File: src/verilog/xfer_cfg.svh
`ifndef XFER_CFG_SVH
`define XFER_CFG_SVH

// Width of one data word.
`define XFER_WORD_W 8

// Buffer entries. Must be a power of two.
`define XFER_DEPTH 16

// RAM address width, log2 of the depth.
`define XFER_ADDR_W 4

// Almost-full is raised at this occupancy and above.
`define XFER_AFULL 14

// Almost-empty is raised at this occupancy and below.
`define XFER_AEMPTY 2

`endif
File: src/verilog/xfer_pkg.sv
`default_nettype none
`include "xfer_cfg.svh"

package xfer_pkg;

  typedef logic [`XFER_WORD_W-1:0] word_t;
  typedef logic [`XFER_ADDR_W-1:0] addr_t;

  // Top bit is the wrap bit.
  typedef logic [`XFER_ADDR_W:0] ptr_t;
  typedef logic [`XFER_ADDR_W:0] count_t;

  typedef struct packed {
    logic  en;
    word_t data;
  } fifo_wr_t;

  typedef struct packed {
    logic   full;
    logic   empty;
    logic   afull;
    logic   aempty;
    count_t used;
  } fifo_stat_t;

  typedef enum logic [1:0] {IN_IDLE, IN_ACK, IN_WAIT_REL} ingress_state_t;

  typedef enum logic [1:0] {EG_IDLE, EG_FETCH, EG_OFFER, EG_WAIT_REL} egress_state_t;

endpackage

`default_nettype wire

File: src/verilog/xfer_top.sv
`default_nettype none

module xfer_top (
  input  wire                    rd_clk,
  input  wire                    wr_rst_n,
  input  wire                    in_req,
  input  wire xfer_pkg::word_t   in_data,
  output logic                   in_ack,
  output logic                   out_req,
  output xfer_pkg::word_t        out_data,
  input  wire                    out_ack,
  output xfer_pkg::fifo_stat_t   stat
);

  xfer_pkg::fifo_wr_t wr;
  logic               rd_en;
  xfer_pkg::word_t    rd_data;

  ingress_port u_ingress (
    .rd_clk   (rd_clk),
    .wr_rst_n (wr_rst_n),
    .in_req   (in_req),
    .in_data  (in_data),
    .in_ack   (in_ack),
    .stat     (stat),
    .wr       (wr)
  );

  word_fifo u_fifo (
    .rd_clk   (rd_clk),
    .wr_rst_n (wr_rst_n),
    .wr       (wr),
    .rd_en    (rd_en),
    .rd_data  (rd_data),
    .stat     (stat)
  );

  egress_port u_egress (
    .rd_clk   (rd_clk),
    .wr_rst_n (wr_rst_n),
    .stat     (stat),
    .rd_en    (rd_en),
    .rd_data  (rd_data),
    .out_req  (out_req),
    .out_data (out_data),
    .out_ack  (out_ack)
  );

endmodule

`default_nettype wire

File: src/verilog/egress_port.sv
`default_nettype none

module egress_port (
  input  wire                        rd_clk,
  input  wire                        wr_rst_n,
  input  wire xfer_pkg::fifo_stat_t  stat,
  output logic                       rd_en,
  input  wire xfer_pkg::word_t       rd_data,
  output logic                       out_req,
  output xfer_pkg::word_t            out_data,
  input  wire                        out_ack
);

  xfer_pkg::egress_state_t state_q;
  xfer_pkg::egress_state_t state_nxt;

  // Pop as soon as a word is there and nothing is held.
  assign rd_en = (state_q == xfer_pkg::EG_IDLE) && !stat.empty;

  assign out_req = (state_q == xfer_pkg::EG_OFFER);

  always_comb begin
    state_nxt = state_q;
    unique case (state_q)
      xfer_pkg::EG_IDLE: begin
        if (!stat.empty) begin
          state_nxt = xfer_pkg::EG_FETCH;
        end
      end
      xfer_pkg::EG_FETCH: begin
        state_nxt = xfer_pkg::EG_OFFER;
      end
      xfer_pkg::EG_OFFER: begin
        if (out_ack) begin
          state_nxt = xfer_pkg::EG_WAIT_REL;
        end
      end
      xfer_pkg::EG_WAIT_REL: begin
        if (!out_ack) begin
          state_nxt = xfer_pkg::EG_IDLE;
        end
      end
      default: begin
        state_nxt = xfer_pkg::EG_IDLE;
      end
    endcase
  end

  always_ff @(posedge rd_clk or negedge wr_rst_n) begin
    if (!wr_rst_n) begin
      state_q <= xfer_pkg::EG_IDLE;
    end else begin
      state_q <= state_nxt;
    end
  end

  // RAM output is valid in the fetch cycle; hold it for the whole offer.
  always_ff @(posedge rd_clk) begin
    if (state_q == xfer_pkg::EG_FETCH) begin
      out_data <= rd_data;
    end
  end

endmodule

`default_nettype wire

File: src/verilog/ingress_port.sv
`default_nettype none

module ingress_port (
  input  wire                        rd_clk,
  input  wire                        wr_rst_n,
  input  wire                        in_req,
  input  wire xfer_pkg::word_t       in_data,
  output logic                       in_ack,
  input  wire xfer_pkg::fifo_stat_t  stat,
  output xfer_pkg::fifo_wr_t         wr
);

  xfer_pkg::ingress_state_t state_q;
  xfer_pkg::ingress_state_t state_nxt;
  logic                     take;

  // Accept the word only while idle and the buffer has room.
  assign take = (state_q == xfer_pkg::IN_IDLE) && in_req && !stat.full;

  assign wr.en   = take;
  assign wr.data = in_data;

  // Ack is high from the cycle after the write until release is seen.
  assign in_ack = (state_q != xfer_pkg::IN_IDLE);

  always_comb begin
    state_nxt = state_q;
    unique case (state_q)
      xfer_pkg::IN_IDLE: begin
        if (take) begin
          state_nxt = xfer_pkg::IN_ACK;
        end
      end
      xfer_pkg::IN_ACK: begin
        if (!in_req) begin
          state_nxt = xfer_pkg::IN_IDLE;
        end else begin
          state_nxt = xfer_pkg::IN_WAIT_REL;
        end
      end
      xfer_pkg::IN_WAIT_REL: begin
        if (!in_req) begin
          state_nxt = xfer_pkg::IN_IDLE;
        end
      end
      default: begin
        state_nxt = xfer_pkg::IN_IDLE;
      end
    endcase
  end

  always_ff @(posedge rd_clk or negedge wr_rst_n) begin
    if (!wr_rst_n) begin
      state_q <= xfer_pkg::IN_IDLE;
    end else begin
      state_q <= state_nxt;
    end
  end

endmodule

`default_nettype wire

File: src/verilog/word_fifo.sv
`default_nettype none
`include "xfer_cfg.svh"

module word_fifo (
  input  wire                      rd_clk,
  input  wire                      wr_rst_n,
  input  wire xfer_pkg::fifo_wr_t  wr,
  input  wire                      rd_en,
  output xfer_pkg::word_t          rd_data,
  output xfer_pkg::fifo_stat_t     stat
);

  localparam int MSB = `XFER_ADDR_W;

  localparam xfer_pkg::count_t AFULL_LVL  = xfer_pkg::count_t'(`XFER_AFULL);
  localparam xfer_pkg::count_t AEMPTY_LVL = xfer_pkg::count_t'(`XFER_AEMPTY);

  xfer_pkg::ptr_t   wr_ptr_q;
  xfer_pkg::ptr_t   rd_ptr_q;
  xfer_pkg::ptr_t   wr_ptr_nxt;
  xfer_pkg::ptr_t   rd_ptr_nxt;
  xfer_pkg::count_t used_nxt;
  logic             full_nxt;
  logic             empty_nxt;

  dualport_ram u_ram (
    .rd_clk  (rd_clk),
    .wr_en   (wr.en),
    .wr_addr (xfer_pkg::addr_t'(wr_ptr_q[MSB-1:0])),
    .wr_data (wr.data),
    .rd_en   (rd_en),
    .rd_addr (xfer_pkg::addr_t'(rd_ptr_q[MSB-1:0])),
    .rd_data (rd_data)
  );

  // The producer only writes when full is low.
  always_comb begin
    if (wr.en) begin
      wr_ptr_nxt = wr_ptr_q + xfer_pkg::ptr_t'(1);
    end else begin
      wr_ptr_nxt = wr_ptr_q;
    end
  end

  always_comb begin
    if (rd_en) begin
      rd_ptr_nxt = rd_ptr_q + xfer_pkg::ptr_t'(1);
    end else begin
      rd_ptr_nxt = rd_ptr_q;
    end
  end

  always_ff @(posedge rd_clk or negedge wr_rst_n) begin
    if (!wr_rst_n) begin
      wr_ptr_q <= '0;
      rd_ptr_q <= '0;
    end else begin
      wr_ptr_q <= wr_ptr_nxt;
      rd_ptr_q <= rd_ptr_nxt;
    end
  end

  // Modulo difference of the wide pointers gives 0 to DEPTH.
  assign used_nxt = xfer_pkg::count_t'(wr_ptr_nxt - rd_ptr_nxt);

  // Same address with wrap bits differing means a full lap ahead.
  assign full_nxt  = (wr_ptr_nxt[MSB] != rd_ptr_nxt[MSB]) &&
                     (wr_ptr_nxt[MSB-1:0] == rd_ptr_nxt[MSB-1:0]);
  assign empty_nxt = (wr_ptr_nxt == rd_ptr_nxt);

  always_ff @(posedge rd_clk or negedge wr_rst_n) begin
    if (!wr_rst_n) begin
      stat.full   <= 1'b0;
      stat.empty  <= 1'b1;
      stat.afull  <= 1'b0;
      stat.aempty <= 1'b1;
      stat.used   <= '0;
    end else begin
      stat.full   <= full_nxt;
      stat.empty  <= empty_nxt;
      stat.afull  <= (used_nxt >= AFULL_LVL);
      stat.aempty <= (used_nxt <= AEMPTY_LVL);
      stat.used   <= used_nxt;
    end
  end

endmodule

`default_nettype wire

File: src/verilog/dualport_ram.sv
`default_nettype none

module dualport_ram (
  input  wire                   rd_clk,
  input  wire                   wr_en,
  input  wire xfer_pkg::addr_t  wr_addr,
  input  wire xfer_pkg::word_t  wr_data,
  input  wire                   rd_en,
  input  wire xfer_pkg::addr_t  rd_addr,
  output xfer_pkg::word_t       rd_data
);

  localparam int DEPTH = 1 << $bits(xfer_pkg::addr_t);

  xfer_pkg::word_t mem [DEPTH];

  // Write port.
  always_ff @(posedge rd_clk) begin
    if (wr_en) begin
      mem[wr_addr] <= wr_data;
    end
  end

  // Read port, data appears the cycle after rd_en.
  always_ff @(posedge rd_clk) begin
    if (rd_en) begin
      rd_data <= mem[rd_addr];
    end
  end

endmodule

`default_nettype wire

File: config.mk
export PLATFORM = sky130hd
export DESIGN_NAME = xfer_top
export DESIGN_NICKNAME = d
export VERILOG_FILES = /design/src/verilog/xfer_pkg.sv /design/src/verilog/xfer_top.sv /design/src/verilog/egress_port.sv /design/src/verilog/ingress_port.sv /design/src/verilog/word_fifo.sv /design/src/verilog/dualport_ram.sv
export VERILOG_INCLUDE_DIRS = /design/src /design/src/verilog
export SDC_FILE = /design/constraint.sdc
export NUM_CORES = 1
export LEC_CHECK = 0
export BUFFER_PORTS_ARGS = -buffer_cell sky130_fd_sc_hd__buf_2
export CAP_MARGIN = 20
export CORE_ASPECT_RATIO = 0.75
export CORE_MARGIN = 2
export CORE_UTILIZATION = 35
export DETAILED_ROUTE_END_ITERATION = 8
export GPL_TIMING_DRIVEN = 0
export PLACE_DENSITY = 0.51
export SYNTH_ARGS = -nofsm -noshare
export SYNTH_HDL_FRONTEND = slang
export SYNTH_HIERARCHICAL = 1
export SYNTH_SLANG_ARGS = --single-unit
File: constraint.sdc
create_clock -name rd_clk -period 2.6 [get_ports rd_clk]
set_input_delay 0.26 -clock rd_clk [delete_from_list [all_inputs] [get_ports rd_clk]]
set_output_delay 0.26 -clock rd_clk [all_outputs]
set_load 0.05 [all_outputs]
=== Word level (Yosys, flattened, before mapping) ===
Memory sizes are Yosys's and may differ from the RTL's. A register that Yosys moved wholly into a read port is not among the register bits.
Cells that the tools add are included.

* Register bits after elaboration: 31
* Bits in writable memories: 128
* Word-level logic and storage cells: 52
* Memories: 1

* Add/sub/neg operators: 3
* $lt $le $gt $ge: 2
* Eq/ne operators: 13
* Muxes and demuxes: 12
* Reductions and logical operators: 11

{| class="wikitable"
|+ Memories
! name !! words !! bits a word !! read ports !! clocked after memory_dff !! write ports !! line !! source
|-
| u_fifo.u_ram.mem || 16 || 8 || 1 || 1 || 1 || dualport_ram.sv:15 || <nowiki>xfer_pkg::word_t mem [DEPTH];</nowiki>
|}

{| class="wikitable"
|+ Operators with widths
! kind !! number
|-
| $mux 2 || 6
|-
| $add 5x1->5 const B || 2
|-
| $mux 5 || 2
|-
| $pmux 2 s4 || 1
|-
| $eq 2x2->1 const B || 3
|-
| $ne 2x2->1 const B || 3
|-
| $pmux 2 s3 || 1
|-
| $eq 5x5->1 || 1
|-
| $ge 5x4->1 const B || 1
|-
| $le 5x2->1 const B || 1
|-
| $sub 5x5->5 || 1
|-
| $eq 2x1->1 const B || 2
|-
| $eq 4x4->1 || 1
|-
| $logic_and 1x1->1 || 4
|-
| $logic_not 2->1 || 2
|-
| $ne 2x1->1 const B || 2
|-
| $reduce_and 3->1 || 1
|-
| $logic_not 1->1 || 2
|-
| $mux 1 || 2
|-
| $reduce_and 2->1 || 1
|-
| $reduce_bool 2->1 || 1
|-
| $ne 1x1->1 || 1
|}

=== Depth between registers and ports, before layout ===
Gate-level depths: netlist of the first run.

* Word-level depth: 6
* Depth in mapped cells: 11
* Mapped depth without buffers: 10

=== By module ===
Netlist of the first run, hierarchy kept.

{| class="wikitable"
|+ Modules (own cells, without submodules)
! module !! times used !! cells an instance !! area an instance (um^2)
|-
| dualport_ram || 1 || 229 || 5,227.5
|-
| word_fifo || 1 || 81 || 943.4
|-
| egress_port || 1 || 23 || 411.6
|-
| ingress_port || 1 || 16 || 156.4
|}

=== Least setup slack after synthesis of the first run ===
OpenSTA, ideal clock, no wires.

* Path kind: reg2reg
* From: reg u_egress.state_q[0]
* To: reg, netlist name u_fifo/stat[6]
* Data arrival time: 2.638 ns
* Required time: 2.466 ns
* Slack: -0.171 ns
* Cell stages (with the launch flop): 11
* Path buffers: 0
* Path through: dfrtp_1 > inv_1 > ha_1 > nor2b_1 > mux2_2 > inv_1 > ha_1 > inv_1 > o41ai_2 > xor2_1 > o22ai_1

* Cells in the longest elaborated chain, start to end: 5

{| class="wikitable"
|+ Ends and longest elaborated chain
! item !! line !! source
|-
| from (decl) || egress_port.sv:14 || <nowiki>xfer_pkg::egress_state_t state_q;</nowiki>
|-
| from (signal assigned) || egress_port.sv:51 || <nowiki>state_q <= xfer_pkg::EG_IDLE;</nowiki>
|-
| from (signal assigned) || egress_port.sv:53 || <nowiki>state_q <= state_nxt;</nowiki>
|-
| $logic_not 2->1 || egress_port.sv:18 || <nowiki>assign rd_en = (state_q == xfer_pkg::EG_IDLE) && !stat.empty;</nowiki>
|-
| $logic_and 1x1->1 || egress_port.sv:18 ||
|-
| via rd_en || xfer_top.sv:16 || <nowiki>logic rd_en;</nowiki>
|-
| $mux 5 || word_fifo.sv:46 || <nowiki>if (rd_en) begin</nowiki>
|-
| via u_fifo.rd_ptr_nxt[1] || word_fifo.sv:21 || <nowiki>xfer_pkg::ptr_t rd_ptr_nxt;</nowiki>
|-
| $sub 5x5->5 || word_fifo.sv:64 || <nowiki>assign used_nxt = xfer_pkg::count_t'(wr_ptr_nxt - rd_ptr_nxt);</nowiki>
|-
| $ge 5x4->1 || word_fifo.sv:81 || <nowiki>stat.afull <= (used_nxt >= AFULL_LVL);</nowiki>
|}

The timed path passes the listed nets, and every way through them passes these cells.
A chain may end at the register's enable or synchronous reset.

=== Final worst setup path of the first run ===
* From: reg u_ingress.state_q[0]
* To: mem u_fifo/u_ram/mem[3][5] (netlist bit) (enable)

* Cells in the longest elaborated chain, start to end: 5

{| class="wikitable"
|+ Ends and longest elaborated chain
! item !! line !! source
|-
| from (decl) || ingress_port.sv:13 || <nowiki>xfer_pkg::ingress_state_t state_q;</nowiki>
|-
| from (signal assigned) || ingress_port.sv:54 || <nowiki>state_q <= xfer_pkg::IN_IDLE;</nowiki>
|-
| from (signal assigned) || ingress_port.sv:56 || <nowiki>state_q <= state_nxt;</nowiki>
|-
| $logic_not 2->1 || ingress_port.sv:18 || <nowiki>assign take = (state_q == xfer_pkg::IN_IDLE) && in_req && !stat.full;</nowiki>
|-
| $logic_and 1x1->1 (2 in a row) || ingress_port.sv:18 ||
|-
| via u_ingress.take || ingress_port.sv:15 || <nowiki>logic take;</nowiki>
|-
| $mux 1 || dualport_ram.sv:19 || <nowiki>if (wr_en) begin</nowiki>
|-
| $mux 1 (implied by the code) || dualport_ram.sv:20 || <nowiki>mem[wr_addr] <= wr_data;</nowiki>
|-
| to (decl) || dualport_ram.sv:15 ||
|}

The timed path passes the listed nets, and every way through them passes these cells.

==> results of run 1 <==
[metal layers]
metal | GRT usage, % | part of all wire (%) | up-vias
met5 | 0 | 0 | -
met4 | 5.10 | 1.1 | 0
met3 | 3.13 | 3.8 | 11
met2 | 20.1 | 46 | 65
met1 | 20.5 | 49 | 1703
li1 | - | - | 1490
[metrics by stage]
step | hold slack [ns] | std cells | utilization (%) | area [µm²] | TNS [ns]
3_5_place_dp | 0.277 | 622 | 38.6 | 7200 | -1.59
2_1_floorplan | -0.0356 | 349 | - | 6760 | 0
3_3_place_gp | 0.265 | 618 | 38.4 | 7180 | -4.57
4_1_cts | 0.0689 | 658 | 41.9 | 7830 | -0.0200
5_1_grt | 0.0771 | 661 | 42.4 | 7920 | -1.99
6_report | 0.0822 | 662 | 42.4 | 7920 | 0
[worst max-delay path, stage by stage (launching register included)]
cell     delay [ns]
dfrtp_1        0.38
or2_4          0.26
nor3b_2        0.15
buf_4          0.13
buf_4          0.12
or3b_2         0.49
nor2_1         0.66
[cells by family (layout without fill, tap and decap cells)]
family          count (synthesis)  after routing
buf+inv                        34             99
xor+xnor                       11             11
flops                         167            167
simple gates                   61             61
other cells                     0              1
compound gates                 29             29
mux                            36             36
fa+ha+maj                      11             11
[flip-flops by register name, summed over array words and instances (netlist names)]
register,flops
u_egress/out_data,8
u_fifo/stat,9
u_fifo/rd_ptr_q,5
u_fifo/wr_ptr_q,5
u_egress/state_q,2
u_ingress/state_q,2
u_fifo/u_ram/rd_data,8
u_fifo/u_ram/mem,128
[cells in the final DEF, fill, tap and decap left out, types with 3 or more instances in the layout]
master,count
clkdlybuf4s25_2,3
clkbuf_16,19
buf_4,18
nor2_1,16
nor3_1,4
nand3b_1,3
nand2_1,13
nand4_1,4
clkbuf_1,3
xor2_1,4
xor2_2,3
xnor2_1,3
mux4_2,18
inv_1,12
edfxtp_1,144
ha_1,8
buf_2,27
clkinv_2,3
and2_1,4
clkbuf_8,4
mux4_1,14
dfrtp_1,21
a22oi_1,16
buf_6,4
[layout make-up]
class / count / share of cell area [%]
Sequential cell: 167 / 61.9
Multi-Input combinational cell: 148 / 21.7
Inverter: 14 / 0.664
Antenna cell: 1 / 0.0316
Clock inverter: 6 / 0.458
Timing Repair Buffer: 33 / 2.40
Buffer: 20 / 2.09
Tap cell: 247 / 3.90
Clock buffer: 26 / 6.84
[worst max path at each step]
stage,startpoint,endpoint,slack [ns],cells past startpoint
detailed placement,u_egress/state_q[0],u_fifo/stat[6],-0.43,10
global placement,u_egress/state_q[0],u_fifo/stat[6],-0.39,10
global route,u_ingress/state_q[0],u_fifo/u_ram/mem[3][5],-0.09,6
floorplan,u_ingress/state_q[0],u_fifo/stat[6],0.007,11
CTS,u_ingress/state_q[0],u_fifo/u_ram/mem[3][5],-0.008,6
finish,u_ingress/state_q[0],u_fifo/u_ram/mem[3][5],0.03,6
[power groups by stage]
stage / Combinational, mW / Clock (mW) / Sequential [mW]
2_1_floorplan: 2.31 / 0 / 4.06
3_3_place_gp: 3.57 / 0 / 3.75
3_5_place_dp: 3.57 / 0 / 3.77
4_1_cts: 3.63 / 2.48 / 3.72
5_1_grt: 4.15 / 2.58 / 3.76
6_report: 3.83 / 2.42 / 3.73
[what timing repair did]
item / CTS / global route
endpoints found under the setup margin: 7 / 33
gates resized for setup: 3 / 12
hold endpoints to repair: 21 / 0
pin swaps: 2 / 4
hold buffers: 1 / 0
buffers inserted: 3 / 3
==> results by group, run 1 <==
Run status
  – Status: finished, final reports clean

Setup path
  – R2R cell count: 6
  – Setup slack on the worst flop-to-flop path: 0.03 ns
  – Crit path kind: reg2reg
  – Critical Path RT: 2.65 ns
  – Max FO, Critical Path: 8
  – Critical path data arrival time: 2.62 ns
  – Type of destination of the critical path: register
  – Worst setup SP type: register
  – Start of the worst register-to-register path: u_ingress/state_q[0]
  – RR Endpoint: u_fifo/u_ram/mem[3][5]

Synth
  – Synth area leader: edfxtp_1
  – Post-synth ARST share: 13.8%
  – Mux contribution to synthesized area: 12.2%
  – Synth top cells by count: edfxtp_1 (144), dfrtp_1 (21), mux4_2 (18)
  – Synthesis Warnings: 6
  – Syn Nets: 372
  – Sequential fraction of the synthesis area: 72.7%
  – Share of the synthesized area in the top cell type: 64.2%
  – Synth area leaders: edfxtp_1 (64%), dfrtp_1 (7.8%), mux4_2 (6.0%)
  – Synthesized area: 6740 µm²
  – Main flop type after synthesis: edfxtp_1
  – Largest family of logic cells by synthesized area: multiplexers
  – Post-synthesis adder-cell area fraction: 2.15%
  – FF+latch count, synth: 167
  – Mapped Cells: 349
  – Post-synth EDFFs: 144
  – Mean post-synth cell area: 19.3 µm²
  – Yosys cell types: 45
  – Xor/xnor share of the synthesized area: 1.43%
  – Count leader, synth: edfxtp_1
  – Simple-gate share of the synthesized area: 4.68%
  – Synth Area in Compound Gates: 3.60%

Power
  – Switching power: 3.53 mW
  – Sw frac: 35.4%
  – Pwr Total: 9.97 mW
  – Sequential share of power: 37.4%
  – Int Power: 6.45 mW
  – Static Leakage: 2.84 nW
  – PD cells: 1260 nW/µm²
  – Clock share of power: 24.2%
  – Combinational share of power: 38.4%
  – Max VDD drop: 457 µV

Detailed routing
  – Drt drc: 0
  – First drt pass iteration count: 4
  – Total number of vias: 3269
  – Remaining antenna violation count: 0
  – Drt via density: 4.94
  – WL/cell: 20.1 µm
  – Initial drt markers: 278
  – Total wire length: 13300 µm

Cells and area
  – Layout cell share with drive strength beyond 1: 30.0%
  – Final nets: 424
  – FF/Latch Area: 4900 µm²
  – Area added between synthesis and finish: 17.5%
  – Fillers: 1626
  – Multi-input gate area: 1720 µm²

Min path
  – WHS Path Cells: 2
  – Min-Delay Endpoint: u_ingress/state_q[1]
  – HP Start: in_req
  – Hold WC Path Type: in2reg

GRT
  – Tot GR Track Use: 13.9%
  – Antenna violations before repair: 0
  – Vias in the first global route: 3151
  – Overflow after GRT: 0
  – First-pass GRT wire length: 19600 µm
  – Largest net degree at the start of global routing: 24

Timing
  – Maximum clock frequency: 0.389 GHz
  – Fin worst setup slack: 0.0316 ns
  – Clock Skew: 0.0181 ns
  – Final min period: 2.57 ns
  – RSZ-0062 raised after global routing: true
  – Slew @ Worst Pin: 0.850 ns
  – Final hold viol count: 0
  – Final Max Slew Viols: 0
  – Final setup violation count: 0
  – Ratio of final minimum period to clock period: 98.8%
  – Max-slew headroom: 43.1%

Clock network
  – Clock sinks: 167
  – Max clock buf depth: 2
  – Root Driver: clkbuf_16
  – Clock transition at the registers of the reported paths: 0.06 ns
  – Worst skew pair latency: 0.42 ns
  – CTS tree: done
  – CTS buffer count: 17
  – CTS H-Tree Depth: 4

Placed design
  – Place WS: -0.428 ns
  – Final Wtd Congestion: 0.756
  – Port-buffer cells: 22
  – Hpwl dp: 8820 µm

Die
  – Starting Density: 36.1%
  – Core area: 18700 µm²
  – Die ar.: 20400 µm²
  – Rows: 43
  – I/O pin cnt: 31
  – Chip Height: 124 µm
  – Die Wd: 164 µm

Flow run
  – Max-cap violation count: 0
Note: power is estimated with default switching activity, not from simulation.
==> inputs of run 2 (changes only) <==
Settings changed: PLACE_DENSITY 0.51 to 0.49.
Clock period 2.6 ns to 2.8 ns, I/O delays scaled along.
==> run 2 against run 1 <==
Net effect:
- register-to-register slack better by 0.16 ns
- worst setup slack better by 0.16 ns
- critical path depth up 5
- largest cell class unchanged
==> results by group, run 2 (synthesis gave the netlist of run 1 again) <==
GRT
  – Tot GR Track Use: 14.3% (+0.38 points)
  – Vias in the first global route: 3129 (-0.70%)
  – Overflow after GRT: 0 (unchanged)
  – Antenna violations before repair: 0 (unchanged)
  – Largest net degree at the start of global routing: 24 (unchanged)
  – First-pass GRT wire length: 19900 µm (+1.2%)

Timing
  – RSZ-0062 raised after global routing: false
  – Ratio of final minimum period to clock period: 93.1% (-5.7 points)
  – Hold_ws: 0.112 ns (+0.0302 ns)
  – Final min period: 2.61 ns (+0.0386 ns)
  – Final Max Slew Viols: 0 (unchanged)
  – Final hold viol count: 0 (unchanged)
  – Maximum clock frequency: 0.384 GHz (-1.5%)
  – Max-slew headroom: 38.5% (-4.6 points)
  – Final setup violation count: 0 (unchanged)
  – Clock Skew: 0.00826 ns (-0.00982 ns)
  – Slew @ Worst Pin: 0.919 ns (+0.0691 ns)

Clock network
  – CTS H-Tree Depth: 4 (unchanged)
  – CTS tree: done
  – Max clock buf depth: 2 (unchanged)
  – Worst skew pair latency: 0.42 ns (about the same)
  – Root Driver: clkbuf_16
  – Clock transition at the registers of the reported paths: 0.07 ns (about the same)
  – CTS buffer count: 17 (unchanged)
  – Clock sinks: 167 (unchanged)

Setup path
  – Crit path kind: reg2reg
  – Critical Path Source: u_ingress/state_q[1]
  – Critical path data arrival time: 2.90 ns (+0.28 ns)
  – R2R cell count: 11 (+5)
  – RR Endpoint: u_fifo/stat[6]
  – Critical Path RT: 3.10 ns (+0.45 ns)
  – Type of destination of the critical path: register
  – Max FO, Critical Path: 6 (-2)
  – Setup slack on the worst flop-to-flop path: 0.19 ns (+0.16 ns)
  – Start of the worst register-to-register path: u_ingress/state_q[1]
  – Worst setup SP type: register

Power
  – Pwr Total: 9.31 mW (-6.7%)
  – Max VDD drop: 475 µV (+4.0%)
  – Sequential share of power: 37.0% (-0.4 points)
  – Clock share of power: 25.1% (+0.9 points)
  – PD cells: 1180 nW/µm² (-6.5%)
  – Switching power: 3.33 mW (-5.7%)
  – Static Leakage: 2.83 nW (-0.14%)
  – Sw frac: 35.7% (+0.36 points)
  – Int Power: 5.98 mW (-7.2%)
  – Combinational share of power: 37.9% (-0.5 points)

Detailed routing
  – First drt pass iteration count: 4 (unchanged)
  – WL/cell: 20.4 µm (+1.3%)
  – Total number of vias: 3276 (+0.21%)
  – Drt drc: 0 (unchanged)
  – Total wire length: 13500 µm (+1.3%)
  – Drt via density: 4.95 (+0.21%)
  – Remaining antenna violation count: 0 (unchanged)
  – Initial drt markers: 281 (+1.1%)

Placed design
  – Hpwl dp: 9240 µm (+4.7%)
  – Post-Place Cells: 622 (unchanged)
  – Final Wtd Congestion: 0.715 (-5.4%)
  – Port-buffer cells: 22 (unchanged)

Run status
  – Status: finished, final reports clean

Min path
  – Hold WC Path Type: in2reg
  – HP Start: in_req
  – Min-Delay Endpoint: u_ingress/state_q[1]
  – WHS Path Cells: 2 (unchanged)

Cells and area
  – Final Instance Count excl. Fillers: 662 (unchanged)
  – FF/Latch Area: 4900 µm² (unchanged)
  – Biggest register: u_fifo/u_ram/mem
  – Most common cell after layout, fill and taps aside: edfxtp_1
  – Layout cell share with drive strength beyond 1: 28.3% (-1.7 points)
  – Final nets: 424 (unchanged)
  – Multi-input gate area: 1670 µm² (-3.0%)
  – Fillers: 1626 (unchanged)
  – Area added between synthesis and finish: 17.4%
  – Biggest regs: u_fifo/u_ram/mem: 128 flops, u_fifo/stat: 9 flops
  – Commonest non-fill, non-tap cells in the layout: edfxtp_1 (144), buf_2 (26), dfrtp_1 (21), mux4_2 (18)
  – Max reg flops: 128 (unchanged)

Die
  – Die Wd: 164 µm (unchanged)
  – Die ar.: 20400 µm² (unchanged)
  – Core area: 18700 µm² (unchanged)
  – I/O pin cnt: 31 (unchanged)
  – Rows: 43 (unchanged)
  – Starting Density: 36.1% (unchanged)
  – Chip Height: 124 µm (unchanged)

Flow run
  – Max-cap violation count: 0 (unchanged)
-- run 2: changes by cell type in the layout (fill, tap and decap cells not counted), moves of 3 or more --
cell	previous run	this run
clkinvlp_4	0	3
inv_6	0	7
xor2_1	4	7
clkbuf_1	3	0
clkbuf_8	4	0
xor2_2	3	0
-- run 2: how the worst max path moves through the flow --
stage	endpoint	slack, ns	depth (start not counted)
floorplan	u_fifo/stat[6]	0.03	10
global placement	u_fifo/stat[6]	-0.49	10
detailed placement	u_fifo/stat[6]	-0.52	9
CTS	u_fifo/stat[6]	0.02	11
global route	u_fifo/stat[6]	0.03	11
finish	u_fifo/stat[6]	0.19	11
-- run 2: final cells by class --
class | instances | share of cell area (%)
diodes | 1 | 0.0316
clock buffers | 17 | 5.38
plain buffers | 20 | 2.09
inverters | 14 | 0.664
flip-flops and latches | 167 | 62.0
well taps | 247 | 3.91
multi-input cells | 148 | 21.1
clock inverters | 15 | 2.10
repair buffers | 33 | 2.75
-- run 2: worst max-delay path: stages, from the launching register on --
cell and delay [ns]:
dfrtp_1 0.39, or2_4 0.26, nor3b_2 0.15, buf_4 0.15, buf_6 0.12, xor2_1 0.17
inv_1 0.07, ha_1 0.24, fa_2 0.38, nor3_1 0.20, o311a_1 0.25, o22ai_1 0.10
-- run 2: power groups by stage --
stage / combinational, mW / sequential [mW] / clock, mW
after floorplan: 2.11 / 3.77 / 0
after global placement: 3.27 / 3.48 / 0
after detailed placement: 3.30 / 3.49 / 0
after CTS: 3.35 / 3.44 / 2.39
after global routing: 3.84 / 3.49 / 2.51
final: 3.53 / 3.44 / 2.34
-- run 2: per-layer routing --
| layer | GRT usage [%] | vias up | share of wire [%] |
|---|---|---|---|
| met3 | 3.90 | 12 | 5.7 |
| met2 | 20.2 | 85 | 44 |
| li1 | - | 1494 | - |
| met1 | 21.6 | 1685 | 49 |
| met5 | 0 | - | 0 |
| met4 | 3.95 | 0 | 1.1 |
-- run 2: through the flow --
stage | TNS, ns | util (%) | cell area, µm² | worst slack (ns)
floorplan | 0 | - | 6740 | 0.0286
global placement | -3.74 | 38.3 | 7160 | -0.490
detailed placement | -2.70 | 38.5 | 7190 | -0.522
CTS | 0 | 41.8 | 7810 | 0.0205
global route | 0 | 42.4 | 7910 | 0.0262
finish | 0 | 42.4 | 7910 | 0.193
-- run 2: timing repair --
item	CTS	global route
pin swaps	0	4
endpoints found under the setup margin	8	4
setup buffers	0	6
hold buffers	1	0
endpoints found under the hold margin	21	0
gates resized for setup	4	5
